[src/common/periph_pkg.sv]
// shared constants and types for the peripheral subsystem
// bus widths, register map, FIFO sizing, baud divider and serializer states
// modules pull these in with a wildcard import in their headers

`default_nettype none

package periph_pkg;

    //////////////////////////////////////////////////
    // bus
    //////////////////////////////////////////////////

    localparam int unsigned DAT_W  = 32;
    localparam int unsigned ADR_W  = 8;
    localparam int unsigned GPIO_W = 32;
    localparam int unsigned BYTE_W = 8;

    // address bit 6 picks the peripheral, 0 is GPIO and 1 is UART
    localparam int unsigned SEL_BIT = 6;

    // word offset field inside a peripheral, bits 5..2
    localparam int unsigned OFS_LSB = 2;
    localparam int unsigned OFS_W   = 4;

    //////////////////////////////////////////////////
    // register map (byte offsets)
    //////////////////////////////////////////////////

    localparam logic [ADR_W-1:0] GPIO_OUT_OFS = 8'h00;
    localparam logic [ADR_W-1:0] GPIO_ENA_OFS = 8'h04;
    localparam logic [ADR_W-1:0] GPIO_INP_OFS = 8'h08;
    localparam logic [ADR_W-1:0] UART_DAT_OFS = 8'h00;
    localparam logic [ADR_W-1:0] UART_STS_OFS = 8'h04;

    // status register bits
    localparam int unsigned STS_FULL_BIT  = 0;
    localparam int unsigned STS_EMPTY_BIT = 1;
    localparam int unsigned STS_BUSY_BIT  = 2;

    //////////////////////////////////////////////////
    // UART
    //////////////////////////////////////////////////

    localparam int unsigned FIFO_DEPTH = 8;
    localparam int unsigned FIFO_AW    = $clog2(FIFO_DEPTH);

    // small divider keeps simulation short
    localparam int unsigned BAUD_DIV  = 4;
    localparam int unsigned BAUD_W    = $clog2(BAUD_DIV);
    localparam int unsigned BIT_CNT_W = $clog2(BYTE_W);

    typedef enum logic [1:0] {
        TX_IDLE,
        TX_START,
        TX_DATA,
        TX_STOP
    } uart_state_t;

endpackage: periph_pkg

`default_nettype wire

[src/gpio/gpio_ctrl.sv]
// GPIO controller with output and output-enable registers
// input pins pass a two-flop synchronizer before they can be read
// register reads are combinational on the offset from the bridge

`default_nettype none

module gpio_ctrl
    import periph_pkg::*;
(
    input  logic              clk,
    input  logic              rst,
    // register port
    input  logic              wen,
    input  logic [OFS_W-1:0]  ofs,
    input  logic [GPIO_W-1:0] wdt,
    output logic [GPIO_W-1:0] rdt,
    // pins
    output logic [GPIO_W-1:0] gpio_o,
    output logic [GPIO_W-1:0] gpio_e,
    input  logic [GPIO_W-1:0] gpio_i
);

    logic [GPIO_W-1:0] sync_1;
    logic [GPIO_W-1:0] sync_2;

    // output and enable, both low out of reset
    always_ff @(posedge clk) begin
        if (rst) begin
            gpio_o <= '0;
            gpio_e <= '0;
        end else if (wen) begin
            if (ofs == GPIO_OUT_OFS[OFS_LSB +: OFS_W]) begin
                gpio_o <= wdt;
            end
            if (ofs == GPIO_ENA_OFS[OFS_LSB +: OFS_W]) begin
                gpio_e <= wdt;
            end
        end
    end

    // pin change shows up in sync_2 two edges later
    always_ff @(posedge clk) begin
        sync_1 <= gpio_i;
        sync_2 <= sync_1;
    end

    // read mux, zero for anything unmapped
    always_comb begin
        if (ofs == GPIO_OUT_OFS[OFS_LSB +: OFS_W]) begin
            rdt = gpio_o;
        end else if (ofs == GPIO_ENA_OFS[OFS_LSB +: OFS_W]) begin
            rdt = gpio_e;
        end else if (ofs == GPIO_INP_OFS[OFS_LSB +: OFS_W]) begin
            rdt = sync_2;
        end else begin
            rdt = '0;
        end
    end

endmodule: gpio_ctrl

`default_nettype wire

[src/logic/periph_bus.sv]
// bus bridge between the request port and the GPIO and UART blocks
// registers each request, decodes the peripheral select bit and drives
// the GPIO write strobe or a FIFO push, then responds one cycle later

`default_nettype none

module periph_bus
    import periph_pkg::*;
(
    // system
    input  logic              clk,
    input  logic              rst,
    // request
    input  logic              req_vld,
    input  logic              req_wen,
    input  logic [ADR_W-1:0]  req_adr,
    input  logic [DAT_W-1:0]  req_wdt,
    // response
    output logic              rsp_vld,
    output logic [DAT_W-1:0]  rsp_rdt,
    // GPIO side
    output logic              gpio_wen,
    output logic [OFS_W-1:0]  gpio_ofs,
    output logic [GPIO_W-1:0] gpio_wdt,
    input  logic [GPIO_W-1:0] gpio_rdt,
    // UART FIFO side
    output logic              push,
    output logic [BYTE_W-1:0] push_dat,
    input  logic              full,
    input  logic              empty,
    input  logic              busy
);

    //////////////////////////////////////////////////
    // request register
    //////////////////////////////////////////////////

    logic             vld_q;
    logic             wen_q;
    logic             sel_q;
    logic [OFS_W-1:0] ofs_q;
    logic [DAT_W-1:0] wdt_q;

    // request valid stage
    always_ff @(posedge clk) begin
        if (rst) begin
            vld_q <= 1'b0;
        end else begin
            vld_q <= req_vld;
        end
    end

    // only the bits that the decoder looks at are kept
    always_ff @(posedge clk) begin
        if (req_vld) begin
            wen_q <= req_wen;
            sel_q <= req_adr[SEL_BIT];
            ofs_q <= req_adr[OFS_LSB +: OFS_W];
            wdt_q <= req_wdt;
        end
    end

    //////////////////////////////////////////////////
    // decode and write strobes
    //////////////////////////////////////////////////

    logic uart_dat_hit;
    logic uart_sts_hit;

    assign uart_dat_hit = sel_q && (ofs_q == UART_DAT_OFS[OFS_LSB +: OFS_W]);
    assign uart_sts_hit = sel_q && (ofs_q == UART_STS_OFS[OFS_LSB +: OFS_W]);

    // GPIO decodes its own offsets
    assign gpio_wen = vld_q && wen_q && !sel_q;
    assign gpio_ofs = ofs_q;
    assign gpio_wdt = wdt_q[GPIO_W-1:0];

    // data register write goes straight into the FIFO
    // a full FIFO drops the byte and status shows full
    assign push     = vld_q && wen_q && uart_dat_hit;
    assign push_dat = wdt_q[BYTE_W-1:0];

    //////////////////////////////////////////////////
    // read data and response
    //////////////////////////////////////////////////

    logic [DAT_W-1:0] rd_dat;

    always_comb begin
        rd_dat = '0;
        if (!wen_q) begin
            if (!sel_q) begin
                rd_dat = DAT_W'(gpio_rdt);
            end else if (uart_sts_hit) begin
                rd_dat[STS_FULL_BIT]  = full;
                rd_dat[STS_EMPTY_BIT] = empty;
                rd_dat[STS_BUSY_BIT]  = busy;
            end
            // UART data reads and unmapped offsets stay zero
        end
    end

    always_ff @(posedge clk) begin
        if (rst) begin
            rsp_vld <= 1'b0;
        end else begin
            rsp_vld <= vld_q;
        end
    end

    // writes also respond with zero data
    always_ff @(posedge clk) begin
        if (vld_q) begin
            rsp_rdt <= rd_dat;
        end
    end

    // every request gets exactly one response two edges later
    a_rsp_after_req: assert property (
        @(posedge clk) disable iff (rst)
        req_vld |-> ##2 rsp_vld
    );
    a_rsp_has_req: assert property (
        @(posedge clk) disable iff (rst)
        rsp_vld |-> $past(req_vld, 2)
    );

    // one request hits one peripheral only
    a_one_target: assert property (
        @(posedge clk) disable iff (rst)
        !(push && gpio_wen)
    );

endmodule: periph_bus

`default_nettype wire

[src/logic/periph_top.sv]
// top level of the peripheral subsystem
// request port feeds the bus bridge, which serves the GPIO controller
// and the UART transmit path (FIFO and serializer)

`default_nettype none

module periph_top
    import periph_pkg::*;
(
    // system
    input  logic              clk,
    input  logic              rst,
    // request
    input  logic              req_vld,
    input  logic              req_wen,
    input  logic [ADR_W-1:0]  req_adr,
    input  logic [DAT_W-1:0]  req_wdt,
    // response
    output logic              rsp_vld,
    output logic [DAT_W-1:0]  rsp_rdt,
    // GPIO pins
    output logic [GPIO_W-1:0] gpio_o,
    output logic [GPIO_W-1:0] gpio_e,
    input  logic [GPIO_W-1:0] gpio_i,
    // UART pin
    output logic              uart_txd
);

    //////////////////////////////////////////////////
    // internal nets
    //////////////////////////////////////////////////

    // bridge to GPIO
    logic              gpio_wen;
    logic [OFS_W-1:0]  gpio_ofs;
    logic [GPIO_W-1:0] gpio_wdt;
    logic [GPIO_W-1:0] gpio_rdt;

    // bridge to FIFO
    logic              push;
    logic [BYTE_W-1:0] push_dat;
    logic              full;
    logic              empty;

    // FIFO to serializer
    logic              pop;
    logic [BYTE_W-1:0] pop_dat;
    logic              busy;

    //////////////////////////////////////////////////
    // instances
    //////////////////////////////////////////////////

    periph_bus bus (
        .clk      (clk),
        .rst      (rst),
        .req_vld  (req_vld),
        .req_wen  (req_wen),
        .req_adr  (req_adr),
        .req_wdt  (req_wdt),
        .rsp_vld  (rsp_vld),
        .rsp_rdt  (rsp_rdt),
        .gpio_wen (gpio_wen),
        .gpio_ofs (gpio_ofs),
        .gpio_wdt (gpio_wdt),
        .gpio_rdt (gpio_rdt),
        .push     (push),
        .push_dat (push_dat),
        .full     (full),
        .empty    (empty),
        .busy     (busy)
    );

    gpio_ctrl gpio (
        .clk    (clk),
        .rst    (rst),
        .wen    (gpio_wen),
        .ofs    (gpio_ofs),
        .wdt    (gpio_wdt),
        .rdt    (gpio_rdt),
        .gpio_o (gpio_o),
        .gpio_e (gpio_e),
        .gpio_i (gpio_i)
    );

    uart_fifo fifo (
        .clk      (clk),
        .rst      (rst),
        .push     (push),
        .push_dat (push_dat),
        .pop      (pop),
        .pop_dat  (pop_dat),
        .full     (full),
        .empty    (empty)
    );

    uart_tx tx (
        .clk      (clk),
        .rst      (rst),
        .empty    (empty),
        .pop_dat  (pop_dat),
        .pop      (pop),
        .busy     (busy),
        .uart_txd (uart_txd)
    );

endmodule: periph_top

`default_nettype wire

[src/uart/uart_fifo.sv]
// transmit byte FIFO between the bus bridge and the UART serializer
// circular buffer with read and write pointers and an occupancy count;
// push while full and pop while empty are ignored

`default_nettype none

module uart_fifo
    import periph_pkg::*;
(
    input  logic              clk,
    input  logic              rst,
    // write side
    input  logic              push,
    input  logic [BYTE_W-1:0] push_dat,
    // read side
    input  logic              pop,
    output logic [BYTE_W-1:0] pop_dat,
    // flags
    output logic              full,
    output logic              empty
);

    logic [BYTE_W-1:0]  mem [FIFO_DEPTH];
    logic [FIFO_AW-1:0] wr_ptr;
    logic [FIFO_AW-1:0] rd_ptr;
    logic [FIFO_AW:0]   cnt;

    logic do_push;
    logic do_pop;

    // flags come straight off the count
    assign full  = (cnt == (FIFO_AW+1)'(FIFO_DEPTH));
    assign empty = (cnt == '0);

    assign do_push = push && !full;
    assign do_pop  = pop && !empty;

    //////////////////////////////////////////////////
    // pointers and count
    //////////////////////////////////////////////////

    // depth is a power of two, pointers wrap on their own
    always_ff @(posedge clk) begin
        if (rst) begin
            wr_ptr <= '0;
            rd_ptr <= '0;
            cnt    <= '0;
        end else begin
            if (do_push) begin
                wr_ptr <= wr_ptr + 1'b1;
            end
            if (do_pop) begin
                rd_ptr <= rd_ptr + 1'b1;
            end
            // simultaneous push and pop leave count alone
            case ({do_push, do_pop})
                2'b10:   cnt <= cnt + 1'b1;
                2'b01:   cnt <= cnt - 1'b1;
                default: cnt <= cnt;
            endcase
        end
    end

    //////////////////////////////////////////////////
    // storage
    //////////////////////////////////////////////////

    always_ff @(posedge clk) begin
        if (do_push) begin
            mem[wr_ptr] <= push_dat;
        end
    end

    // head entry, valid whenever not empty
    assign pop_dat = mem[rd_ptr];

    a_cnt_bound: assert property (
        @(posedge clk) disable iff (rst)
        cnt <= (FIFO_AW+1)'(FIFO_DEPTH)
    );

    // serializer must only pop a non-empty FIFO
    a_no_pop_empty: assert property (
        @(posedge clk) disable iff (rst)
        !(pop && empty)
    );

endmodule: uart_fifo

`default_nettype wire

[src/uart/uart_tx.sv]
// UART transmit serializer, 8N1 at a fixed divider from the package
// pops a byte from the FIFO when idle, then sends start, 8 data bits
// LSB first and a stop bit, each held for BAUD_DIV clock cycles

`default_nettype none

module uart_tx
    import periph_pkg::*;
(
    input  logic              clk,
    input  logic              rst,
    // FIFO side
    input  logic              empty,
    input  logic [BYTE_W-1:0] pop_dat,
    output logic              pop,
    // status and line
    output logic              busy,
    output logic              uart_txd
);

    uart_state_t          state;
    logic [BAUD_W-1:0]    baud_cnt;
    logic [BIT_CNT_W-1:0] bit_cnt;
    logic [BYTE_W-1:0]    shift;

    logic baud_end;
    logic last_bit;

    assign baud_end = (baud_cnt == BAUD_W'(BAUD_DIV-1));
    assign last_bit = (bit_cnt == BIT_CNT_W'(BYTE_W-1));

    // take the head byte as soon as one is there
    assign pop  = (state == TX_IDLE) && !empty;
    assign busy = (state != TX_IDLE);

    //////////////////////////////////////////////////
    // FSM, counters and line
    //////////////////////////////////////////////////

    always_ff @(posedge clk) begin
        if (rst) begin
            state    <= TX_IDLE;
            baud_cnt <= '0;
            bit_cnt  <= '0;
            uart_txd <= 1'b1;
        end else begin
            case (state)
                TX_IDLE: begin
                    if (pop) begin
                        // start bit goes out on this edge
                        state    <= TX_START;
                        baud_cnt <= '0;
                        uart_txd <= 1'b0;
                    end
                end
                TX_START: begin
                    if (baud_end) begin
                        state    <= TX_DATA;
                        baud_cnt <= '0;
                        bit_cnt  <= '0;
                        uart_txd <= shift[0];
                    end else begin
                        baud_cnt <= baud_cnt + 1'b1;
                    end
                end
                TX_DATA: begin
                    if (baud_end) begin
                        baud_cnt <= '0;
                        if (last_bit) begin
                            state    <= TX_STOP;
                            uart_txd <= 1'b1;
                        end else begin
                            bit_cnt  <= bit_cnt + 1'b1;
                            uart_txd <= shift[0];
                        end
                    end else begin
                        baud_cnt <= baud_cnt + 1'b1;
                    end
                end
                TX_STOP: begin
                    // back to idle, next pop can follow in the next cycle
                    if (baud_end) begin
                        state    <= TX_IDLE;
                        baud_cnt <= '0;
                    end else begin
                        baud_cnt <= baud_cnt + 1'b1;
                    end
                end
                default: begin
                    state    <= TX_IDLE;
                    uart_txd <= 1'b1;
                end
            endcase
        end
    end

    // shifter, next bit always sits in bit 0
    always_ff @(posedge clk) begin
        if (pop) begin
            shift <= pop_dat;
        end else if (baud_end && (state == TX_START || state == TX_DATA)) begin
            shift <= shift >> 1;
        end
    end

    // line idles high and the stop bit is high
    a_txd_high: assert property (
        @(posedge clk) disable iff (rst)
        (state == TX_IDLE || state == TX_STOP) |-> uart_txd
    );

endmodule: uart_tx

`default_nettype wire

[config.mk]
export PLATFORM = sky130hd
export DESIGN_NAME = periph_top
export DESIGN_NICKNAME = d
export VERILOG_FILES = /design/src/common/periph_pkg.sv /design/src/gpio/gpio_ctrl.sv /design/src/logic/periph_bus.sv /design/src/logic/periph_top.sv /design/src/uart/uart_fifo.sv /design/src/uart/uart_tx.sv
export SDC_FILE = /design/constraint.sdc
export NUM_CORES = 1
export LEC_CHECK = 0
export BUFFER_PORTS_ARGS = -buffer_cell sky130_fd_sc_hd__buf_2
export CORE_ASPECT_RATIO = 1.1
export CORE_MARGIN = 4
export CORE_UTILIZATION = 40
export DETAILED_ROUTE_END_ITERATION = 12
export PLACE_DENSITY = 0.64
export REMOVE_ABC_BUFFERS = 1
export SETUP_SLACK_MARGIN = 0.4
export SLEW_MARGIN = 5
export SYNTH_ARGS = -nofsm -noshare
export SYNTH_HDL_FRONTEND = slang
export SYNTH_SLANG_ARGS = --single-unit
[constraint.sdc]
create_clock -name clk -period 6.22 [get_ports clk]
set_input_delay 0 -clock clk [delete_from_list [all_inputs] [get_ports clk]]
set_output_delay 0 -clock clk [all_outputs]
set_load 0.005 [all_outputs]
==> results of run 1 <==
==> layout by cell type, fill, tap and decap left out, types with 13 or more instances in the layout <==
master and instances:
mux2i_1 19, buf_2 170, edfxtp_1 142, nor2_1 21, clkbuf_1 13, nand2b_1 33, o21ai_0 43, clkbuf_16 29
a21oi_1 130, dfxtp_1 150, ha_1 13, nand2_1 145, buf_4 13, inv_1 35, mux2_2 16, dlygate4sd3_1 70
==> Yosys cell counts, types with 2 or more instances <==
library cell	n	share of area [%]
a211oi_1	2	0.14
a21oi_1	130	6.2
a221o_1	8	0.76
a22o_1	2	0.17
a22oi_1	3	0.21
buf_2	11	0.52
buf_6	4	0.43
clkbuf_1	36	1.3
dfxtp_1	151	29
edfxtp_1	142	41
ha_1	13	1.5
inv_1	35	1.3
mux2_2	16	1.7
mux2i_1	19	1.8
mux4_2	2	0.43
nand2_1	145	5.2
nand2b_1	33	2.0
nand3_1	4	0.19
nand3b_1	4	0.29
nand4_1	2	0.12
nor2_1	21	0.75
nor2b_1	7	0.42
nor3_1	5	0.24
nor4_1	3	0.18
nor4bb_1	2	0.19
o21ai_0	43	2.0
o22ai_1	11	0.66
or3_1	2	0.12
xor2_1	6	0.50
==> layout make-up <==
class | count | share of cell area (%)
timing repair buffer | 253 | 12.4
sequential | 293 | 54.9
clock buffer | 45 | 6.14
clock inverter | 9 | 0.744
inverter | 36 | 1.02
antenna | 1 | 0.0188
multi-input combinational | 497 | 21.5
tap | 346 | 3.26
==> logic make-up after synthesis <==
family,share of synthesized area [%]
flip-flops,69.4
AND/OR/NAND/NOR,10.4
AO/OA/AOI/OAI,10.6
buffers and inverters,3.53
multiplexers,3.96
adder cells (fa/ha/maj),1.55
XOR/XNOR,0.584
==> per-stage QoR <==
| stage | instances | setup slack, ns | hold WS [ns] |
|---|---|---|---|
| after floorplan | 826 | 2.74 | 0.0277 |
| after global placement | 1355 | 3.19 | 0.102 |
| after detailed placement | 1355 | 3.12 | 0.104 |
| after CTS | 1479 | 3.11 | 0.0765 |
| after global routing | 1480 | 2.85 | 0.0890 |
| final | 1480 | 3.13 | 0.0730 |
==> sequential cells by signal (all words and copies together), names as in the netlist, 2 cells and up, named ones only <==
| name | flops |
|---|---|
| bus.gpio_ofs | 4 |
| bus.gpio_wdt | 32 |
| bus.rsp_rdt | 32 |
| fifo.cnt | 4 |
| fifo.mem | 64 |
| fifo.rd_ptr | 3 |
| fifo.wr_ptr | 3 |
| gpio.gpio_e | 32 |
| gpio.gpio_o | 32 |
| gpio.sync_1 | 32 |
| gpio.sync_2 | 32 |
| tx.baud_cnt | 2 |
| tx.bit_cnt | 3 |
| tx.shift | 8 |
| tx.state | 2 |
==> layer usage <==
| layer | global-route usage [%] | up-vias | part of all wire (%) |
|---|---|---|---|
| met1 | 22.3 | 3543 | 41 |
| li1 | - | 3534 | - |
| met4 | 3.49 | 0 | 1.2 |
| met3 | 4.60 | 30 | 8.3 |
| met5 | 0 | - | 0 |
| met2 | 30.5 | 255 | 50 |
==> power breakdown <==
| group | switching (mW) | leakage [nW] | internal, mW | total, mW |
|---|---|---|---|---|
| Clock | 0.696 | 0.444 | 0.982 | 1.68 |
| Sequential | 0.0692 | 2.56 | 2.17 | 2.23 |
| Combinational | 0.318 | 2.07 | 0.246 | 0.564 |
| Total | 1.08 | 5.08 | 3.39 | 4.48 |
==> how the worst min path moves through the flow <==
stage | end | slack [ns] | start
final | tx.bit_cnt[0] | 0.07 | rst
after CTS | gpio.sync_1[2] | 0.08 | gpio_i[2]
after global routing | gpio.sync_1[2] | 0.09 | gpio_i[2]
after detailed placement | gpio.sync_1[24] | 0.10 | gpio_i[24]
after floorplan | gpio.sync_1[0] | 0.03 | gpio_i[0]
after global placement | gpio.sync_1[3] | 0.10 | gpio_i[3]
==> timing repair <==
item	CTS	global route
hold buffers	70	0
endpoints found under the hold margin	70	0
setup buffers	0	0
resized for setup	0	0
==> worst reg2reg max path, delay by kind of cell (launching register included) <==
family	cells	cell delay [ns]
flip-flops	1	0.97
AO/OA/AOI/OAI	2	0.29
adder cells (fa/ha/maj)	2	0.58
XOR/XNOR	2	0.25
AND/OR/NAND/NOR	3	0.93
==> flow_metrics.py, run 1 <==
metrics = {
    "power_and_ir_drop": {
        "powerDensity_nw_per_um2": 337,
        "ir_drop_mv": 0.280,
        "fin_total_pwr_mw": 4.48,
        "p_leak_nw": 5.08,
    },
    "route": {
        "via_count": 7362,
        "drcViolationCount": 0,
        "vias_per_cell": 4.97,
        "post_drt_wl_per_cell_um": 17.3,
        "final_antenna_net_count": 0,
        "drtIter0Drc": 419,
        "drt_pass1_iterations": 5,
        "wl_um": 25600,
    },
    "timing": {
        "fin_crit_sh_pct": 49.7,
        "setup_viol": 0,
        "tightest_slew_ns": 1.04,
        "fin_worst_skew_ns": 0.0138,
        "rsz0062_at_grt": "no",
        "layout_min_cycle_time_ns": 3.09,
        "finalHoldViolCount": 0,
        "fmax_mhz": 324,
        "slew_viol_final": 0,
        "relSlewSlack_pct": 30.6,
        "finalSetupTns_ns": 0,
    },
    "cells_and_area": {
        "drive_gt1_share_pct": 22.0,
        "multi_input_area_um2": 2860,
        "design_area_um2": 13300,
        "seq_area_um2": 7290,
        "area_growth_pct": 26.5,
        "fillers": 2189,
        "post-route-util_pct": 51.9,
        "fin_nets": 1199,
    },
    "critical_path": {
        "worstPathCellList": "and3_1 > nand3_1 > ha_1 > xor2_1 > ha_1 > a21oi_1 > xor2_1 > or3_1 > a21oi_1",
        "path_max_fanout": 35,
        "critPathSlowestCell": "dfxtp_2",
        "critical_path.startpoint": "bus.vld_q",
        "cpLargestDelayFamily": "flip-flops",
        "worstPathBufferInverterCount": 0,
        "start_kind": "flop",
        "reg2regPathDepth": 9,
        "r2r-start": "bus.vld_q",
        "crit_path_end_kind": "flop",
        "slowest_delay_ns": 0.97,
        "cp_data_required_time_ns": 6.67,
        "r2r_slack_ns": 3.13,
        "critPathKind": "flop to flop",
        "cp-endpoint": "fifo.cnt[2]",
        "critPathArrivalTime_ns": 3.54,
        "r2r_end": "fifo.cnt[2]",
        "critical_path_cell_count": 9,
    },
    "hold_path": {
        "hold_path_class": "primary input to flop",
        "min_path_cells": 2,
    },
    "place": {
        "hpwl_um": 15800,
        "portBuffers": 170,
        "place_congestion": 0.770,
        "post_dp_cell_area_um2": 11700,
    },
    "clock_tree": {
        "clock-sinks": 293,
        "cts_tree": "yes",
        "htree_levels": 1,
        "root_buffer": "clkbuf_16",
        "cts_made_buffers": 29,
        "cts.path.max_buffers": 3,
        "clk_latency_ns": 0.53,
        "clkTransAtPathRegs_ns": 0.06,
    },
    "logic_synthesis": {
        "yosys_warnings": 0,
        "syn_area_um2": 10500,
        "synth_edf_count": 142,
        "postSynth.asyncResetShare_pct": 0,
        "synth_ff_type": "dfxtp_1",
        "synth.distinct_cells": 44,
        "ys_ff_latch": 293,
        "syn_area_per_cell_um2": 12.0,
        "yosysSeqAreaShare_pct": 69.4,
        "synthCells": 877,
    },
    "grt": {
        "grt_pass1_wl_um": 40400,
        "grt_pass1_vias": 7562,
        "grt_max_degree": 68,
        "antenna_found_initial": 1,
        "grt-ovfl-total": 0,
        "track_usage_pct": 17.6,
    },
    "floorplanning": {
        "die-area_um2": 28900,
        "die_w_um": 162,
        "rows": 61,
        "core_um2": 25600,
        "ioPinCount": 174,
        "start_util_pct": 41.1,
        "die_h_um": 178,
    },
    "outcome": {
        "outcome": "complete, no violations",
    },
    "flow_run": {
        "maxCapViolCount": 0,
    },
}
(Power assumes the default switching activity.)
==> run 2, diff against run 1 <==
--- a/config.mk
+++ b/config.mk
@@ -5,12 +5,13 @@
 export SDC_FILE = /design/constraint.sdc
 export NUM_CORES = 1
 export LEC_CHECK = 0
+export ABC_AREA = 1
 export BUFFER_PORTS_ARGS = -buffer_cell sky130_fd_sc_hd__buf_2
 export CORE_ASPECT_RATIO = 1.1
 export CORE_MARGIN = 4
 export CORE_UTILIZATION = 40
 export DETAILED_ROUTE_END_ITERATION = 12
-export PLACE_DENSITY = 0.64
+export PLACE_DENSITY = 0.66
 export REMOVE_ABC_BUFFERS = 1
 export SETUP_SLACK_MARGIN = 0.4
 export SLEW_MARGIN = 5
==> constraint.sdc (replaced) <==
create_clock -name clk -period 2.8 [get_ports clk]
set_input_delay 0 -clock clk [delete_from_list [all_inputs] [get_ports clk]]
set_output_delay 0 -clock clk [all_outputs]
set_load 0.005 [all_outputs]
==> run 2 against run 1 <==
  * Cell area up 0.19%
  * Critical path type unchanged
  * Sequential share of layout area down 0.10 points
  * Largest power group unchanged
  * Die area down 1.1%
==> flow_metrics.py, run 2 <==
metrics = {
    "grt": {
        "grt-ovfl-total": 0,
        "track_usage_pct": 17.9,
        "antenna_found_initial": 0,
        "grt_pass1_wl_um": 41100,
        "grt_max_degree": 72,
        "grt_pass1_vias": 7795,
    },
    "power_and_ir_drop": {
        "ir_drop_mv": 0.586,
        "powerDensity_nw_per_um2": 790,
        "p_leak_nw": 5.26,
    },
    "route": {
        "drcViolationCount": 0,
        "drt_pass1_iterations": 5,
        "met3WireLength_um": 2140,
        "via_count": 7693,
        "wl_met2_um": 12800,
        "wl_um": 26000,
        "met1_length_um": 10400,
        "final_antenna_net_count": 0,
        "post_drt_wl_per_cell_um": 16.6,
        "drtIter0Drc": 454,
        "topRoutingLayerUsed": "met4",
        "vias_per_cell": 4.93,
    },
    "cells_and_area": {
        "design_area_um2": 13300,
        "final_cell_mix": "202 x nor2_1, 170 x buf_2, 155 x o21ai_0",
        "mostFrequentLayoutCell": "nor2_1",
        "fillers": 2120,
        "area_growth_pct": 28.2,
        "largest_reg_flops": 64,
        "drive_gt1_share_pct": 21.1,
        "diodes": 0,
        "top_register": "fifo.mem",
        "fin_nets": 1283,
    },
    "critical_path": {
        "path_max_fanout": 5,
        "cpMostUsedCell": "nor2_1",
        "critPathSlowestCell": "edfxtp_1",
        "crit_path_end_kind": "flop",
        "critPathArrivalTime_ns": 2.58,
        "cp_data_required_time_ns": 3.22,
        "worstPathCellList": "nor2_1 > nand2_2 > nor2_4 > nand2_1 > ha_1 > nor2_1 > nor2_1 > ha_1 > a21oi_1 > xnor2_1 > o21ai_0 > inv_1",
        "slowest_delay_ns": 0.38,
        "critPathKind": "flop to flop",
        "start_kind": "flop",
    },
    "flow_run": {
        "maxCapViolCount": 0,
    },
    "timing": {
        "relSlewSlack_pct": 29.3,
        "fmax_mhz": 464,
        "layout_min_cycle_time_ns": 2.16,
        "slew_viol_final": 0,
        "fin_worst_skew_ns": 0.00926,
        "tightest_slew_ns": 1.05,
        "rsz0062_at_grt": "no",
        "setup_viol": 0,
        "finalSetupTns_ns": 0,
        "finalHoldViolCount": 0,
        "fin_crit_sh_pct": 77.0,
    },
    "outcome": {
        "outcome": "complete, no violations",
    },
    "place": {
        "portBuffers": 170,
        "hpwl_um": 15700,
        "place_congestion": 0.788,
        "post_dp_cell_area_um2": 11600,
    },
    "floorplanning": {
        "die_h_um": 177,
        "ioPinCount": 174,
        "die_w_um": 162,
        "rows": 61,
        "start_util_pct": 40.8,
        "die-area_um2": 28600,
        "core_um2": 25400,
    },
    "logic_synthesis": {
        "synth_ff_type": "dfxtp_1",
        "yosysSeqAreaShare_pct": 70.2,
        "yosysTopAreaCell": "edfxtp_1",
        "synth.distinct_cells": 30,
        "synth.area.top_cells": "edfxtp_1 41%, dfxtp_1 29%, o21ai_0 7.5%",
        "synthCells": 949,
        "ys_ff_latch": 293,
        "yosys_warnings": 0,
        "synth_top_cell_area_share_pct": 41.1,
        "yosys-top-cells-count": "203 x nor2_1, 155 x o21ai_0, 151 x dfxtp_1",
        "syn_area_um2": 10400,
        "yosys.cell_count.top_type": "nor2_1",
        "postSynth.asyncResetShare_pct": 0,
        "synth_edf_count": 142,
        "syn_area_per_cell_um2": 10.9,
    },
    "clock_tree": {
        "cts.path.max_buffers": 3,
        "cts_tree": "yes",
        "clk_latency_ns": 0.53,
        "htree_levels": 1,
        "clock-sinks": 293,
        "cts_made_buffers": 28,
        "root_buffer": "clkbuf_16",
        "clkTransAtPathRegs_ns": 0.07,
    },
    "hold_path": {
        "hold_path_class": "primary input to flop",
    },
}
==> run 2: cell types whose count changed in the layout (fill, tap and decap cells not counted), sizes merged, moves of 33 or more <==
cell    previous run  this run
nor2              21       207
nand2            145        83
a21oi            130        41
o21ai             43       171
nand2b            33         0
==> run 2: cell families (layout without fill, tap and decap cells) <==
family | after synthesis | count (layout) | synth area share (%)
DFF | 293 | 293 | 70.2
buffers and inverters | 81 | 348 | 3.58
and+or+nand+nor | 328 | 328 | 12.8
adders and majority gates | 13 | 13 | 1.57
xor gates and xnor gates | 3 | 3 | 0.253
AOI/OAI and AO/OA | 231 | 231 | 11.6
==> run 2: final cells by class <==
cell class              instances  area, um^2  share of cell area [%]
clock buffers                  30         729                    5.48
clock inverters                22         287                    2.15
inverters                      34         129                   0.969
multi-input cells             575        2720                    20.4
flip-flops and latches        293        7290                    54.8
well taps                     346         433                    3.25
repair buffers                262        1720                    12.9
==> run 2: critical path, delay by kind of cell, from the launching register on <==
| kind | cells | cell delay, ns |
|---|---|---|
| AND/OR/NAND/NOR | 6 | 0.80 |
| AO/OA/AOI/OAI | 2 | 0.29 |
| buffers and inverters | 1 | 0.05 |
| flip-flops | 1 | 0.38 |
| XOR/XNOR | 1 | 0.09 |
| adder cells (fa/ha/maj) | 2 | 0.45 |
==> run 2: routing by layer <==
layer | track usage (%) | up-vias
met2 | 31.5 | 276
met3 | 5.17 | 57
li1 | - | 3735
met5 | 0 | -
met1 | 21.1 | 3625
met4 | 6.19 | 0
==> run 2: where the power goes <==
group          internal, mW  leakage, nW  switching [mW]
Sequential             4.81         2.61           0.138
Combinational         0.551         2.17           0.942
Clock                  2.46        0.481            1.62
==> run 2: per-stage QoR <==
stage / instances / power (mW) / util, % / hold WS (ns) / setup slack, ns
2_1_floorplan: 902 / 5.95 / - / 0.0277 / 0.173
3_3_place_gp: 1439 / 6.42 / 45.6 / 0.103 / 0.703
3_5_place_dp: 1439 / 6.45 / 45.6 / 0.104 / 0.665
4_1_cts: 1562 / 10.6 / 52.4 / 0.0800 / 0.655
5_1_grt: 1562 / 11.0 / 52.4 / 0.0926 / 0.423
6_report: 1562 / 10.5 / 52.4 / 0.0959 / 0.645
==> run 2: repair_timing <==
item                      4_1_cts  5_1_grt
hold buffers                   71        0
resized for setup               0        0
setup buffers                   0        0
hold endpoints to repair       83        0
==> run 2: path summary, 6_finish.rpt <==
path / startpoint / endpoint / slack [ns] / cells after the start
min: gpio_i[26] / gpio.sync_1[26] / 0.1 / 2
max reg2reg: bus.gpio_ofs[3] / fifo.cnt[2] / 0.64 / 12
min reg2reg: gpio.sync_1[13] / gpio.sync_2[13] / 0.33 / 0
max: bus.gpio_ofs[3] / fifo.cnt[2] / 0.64 / 12
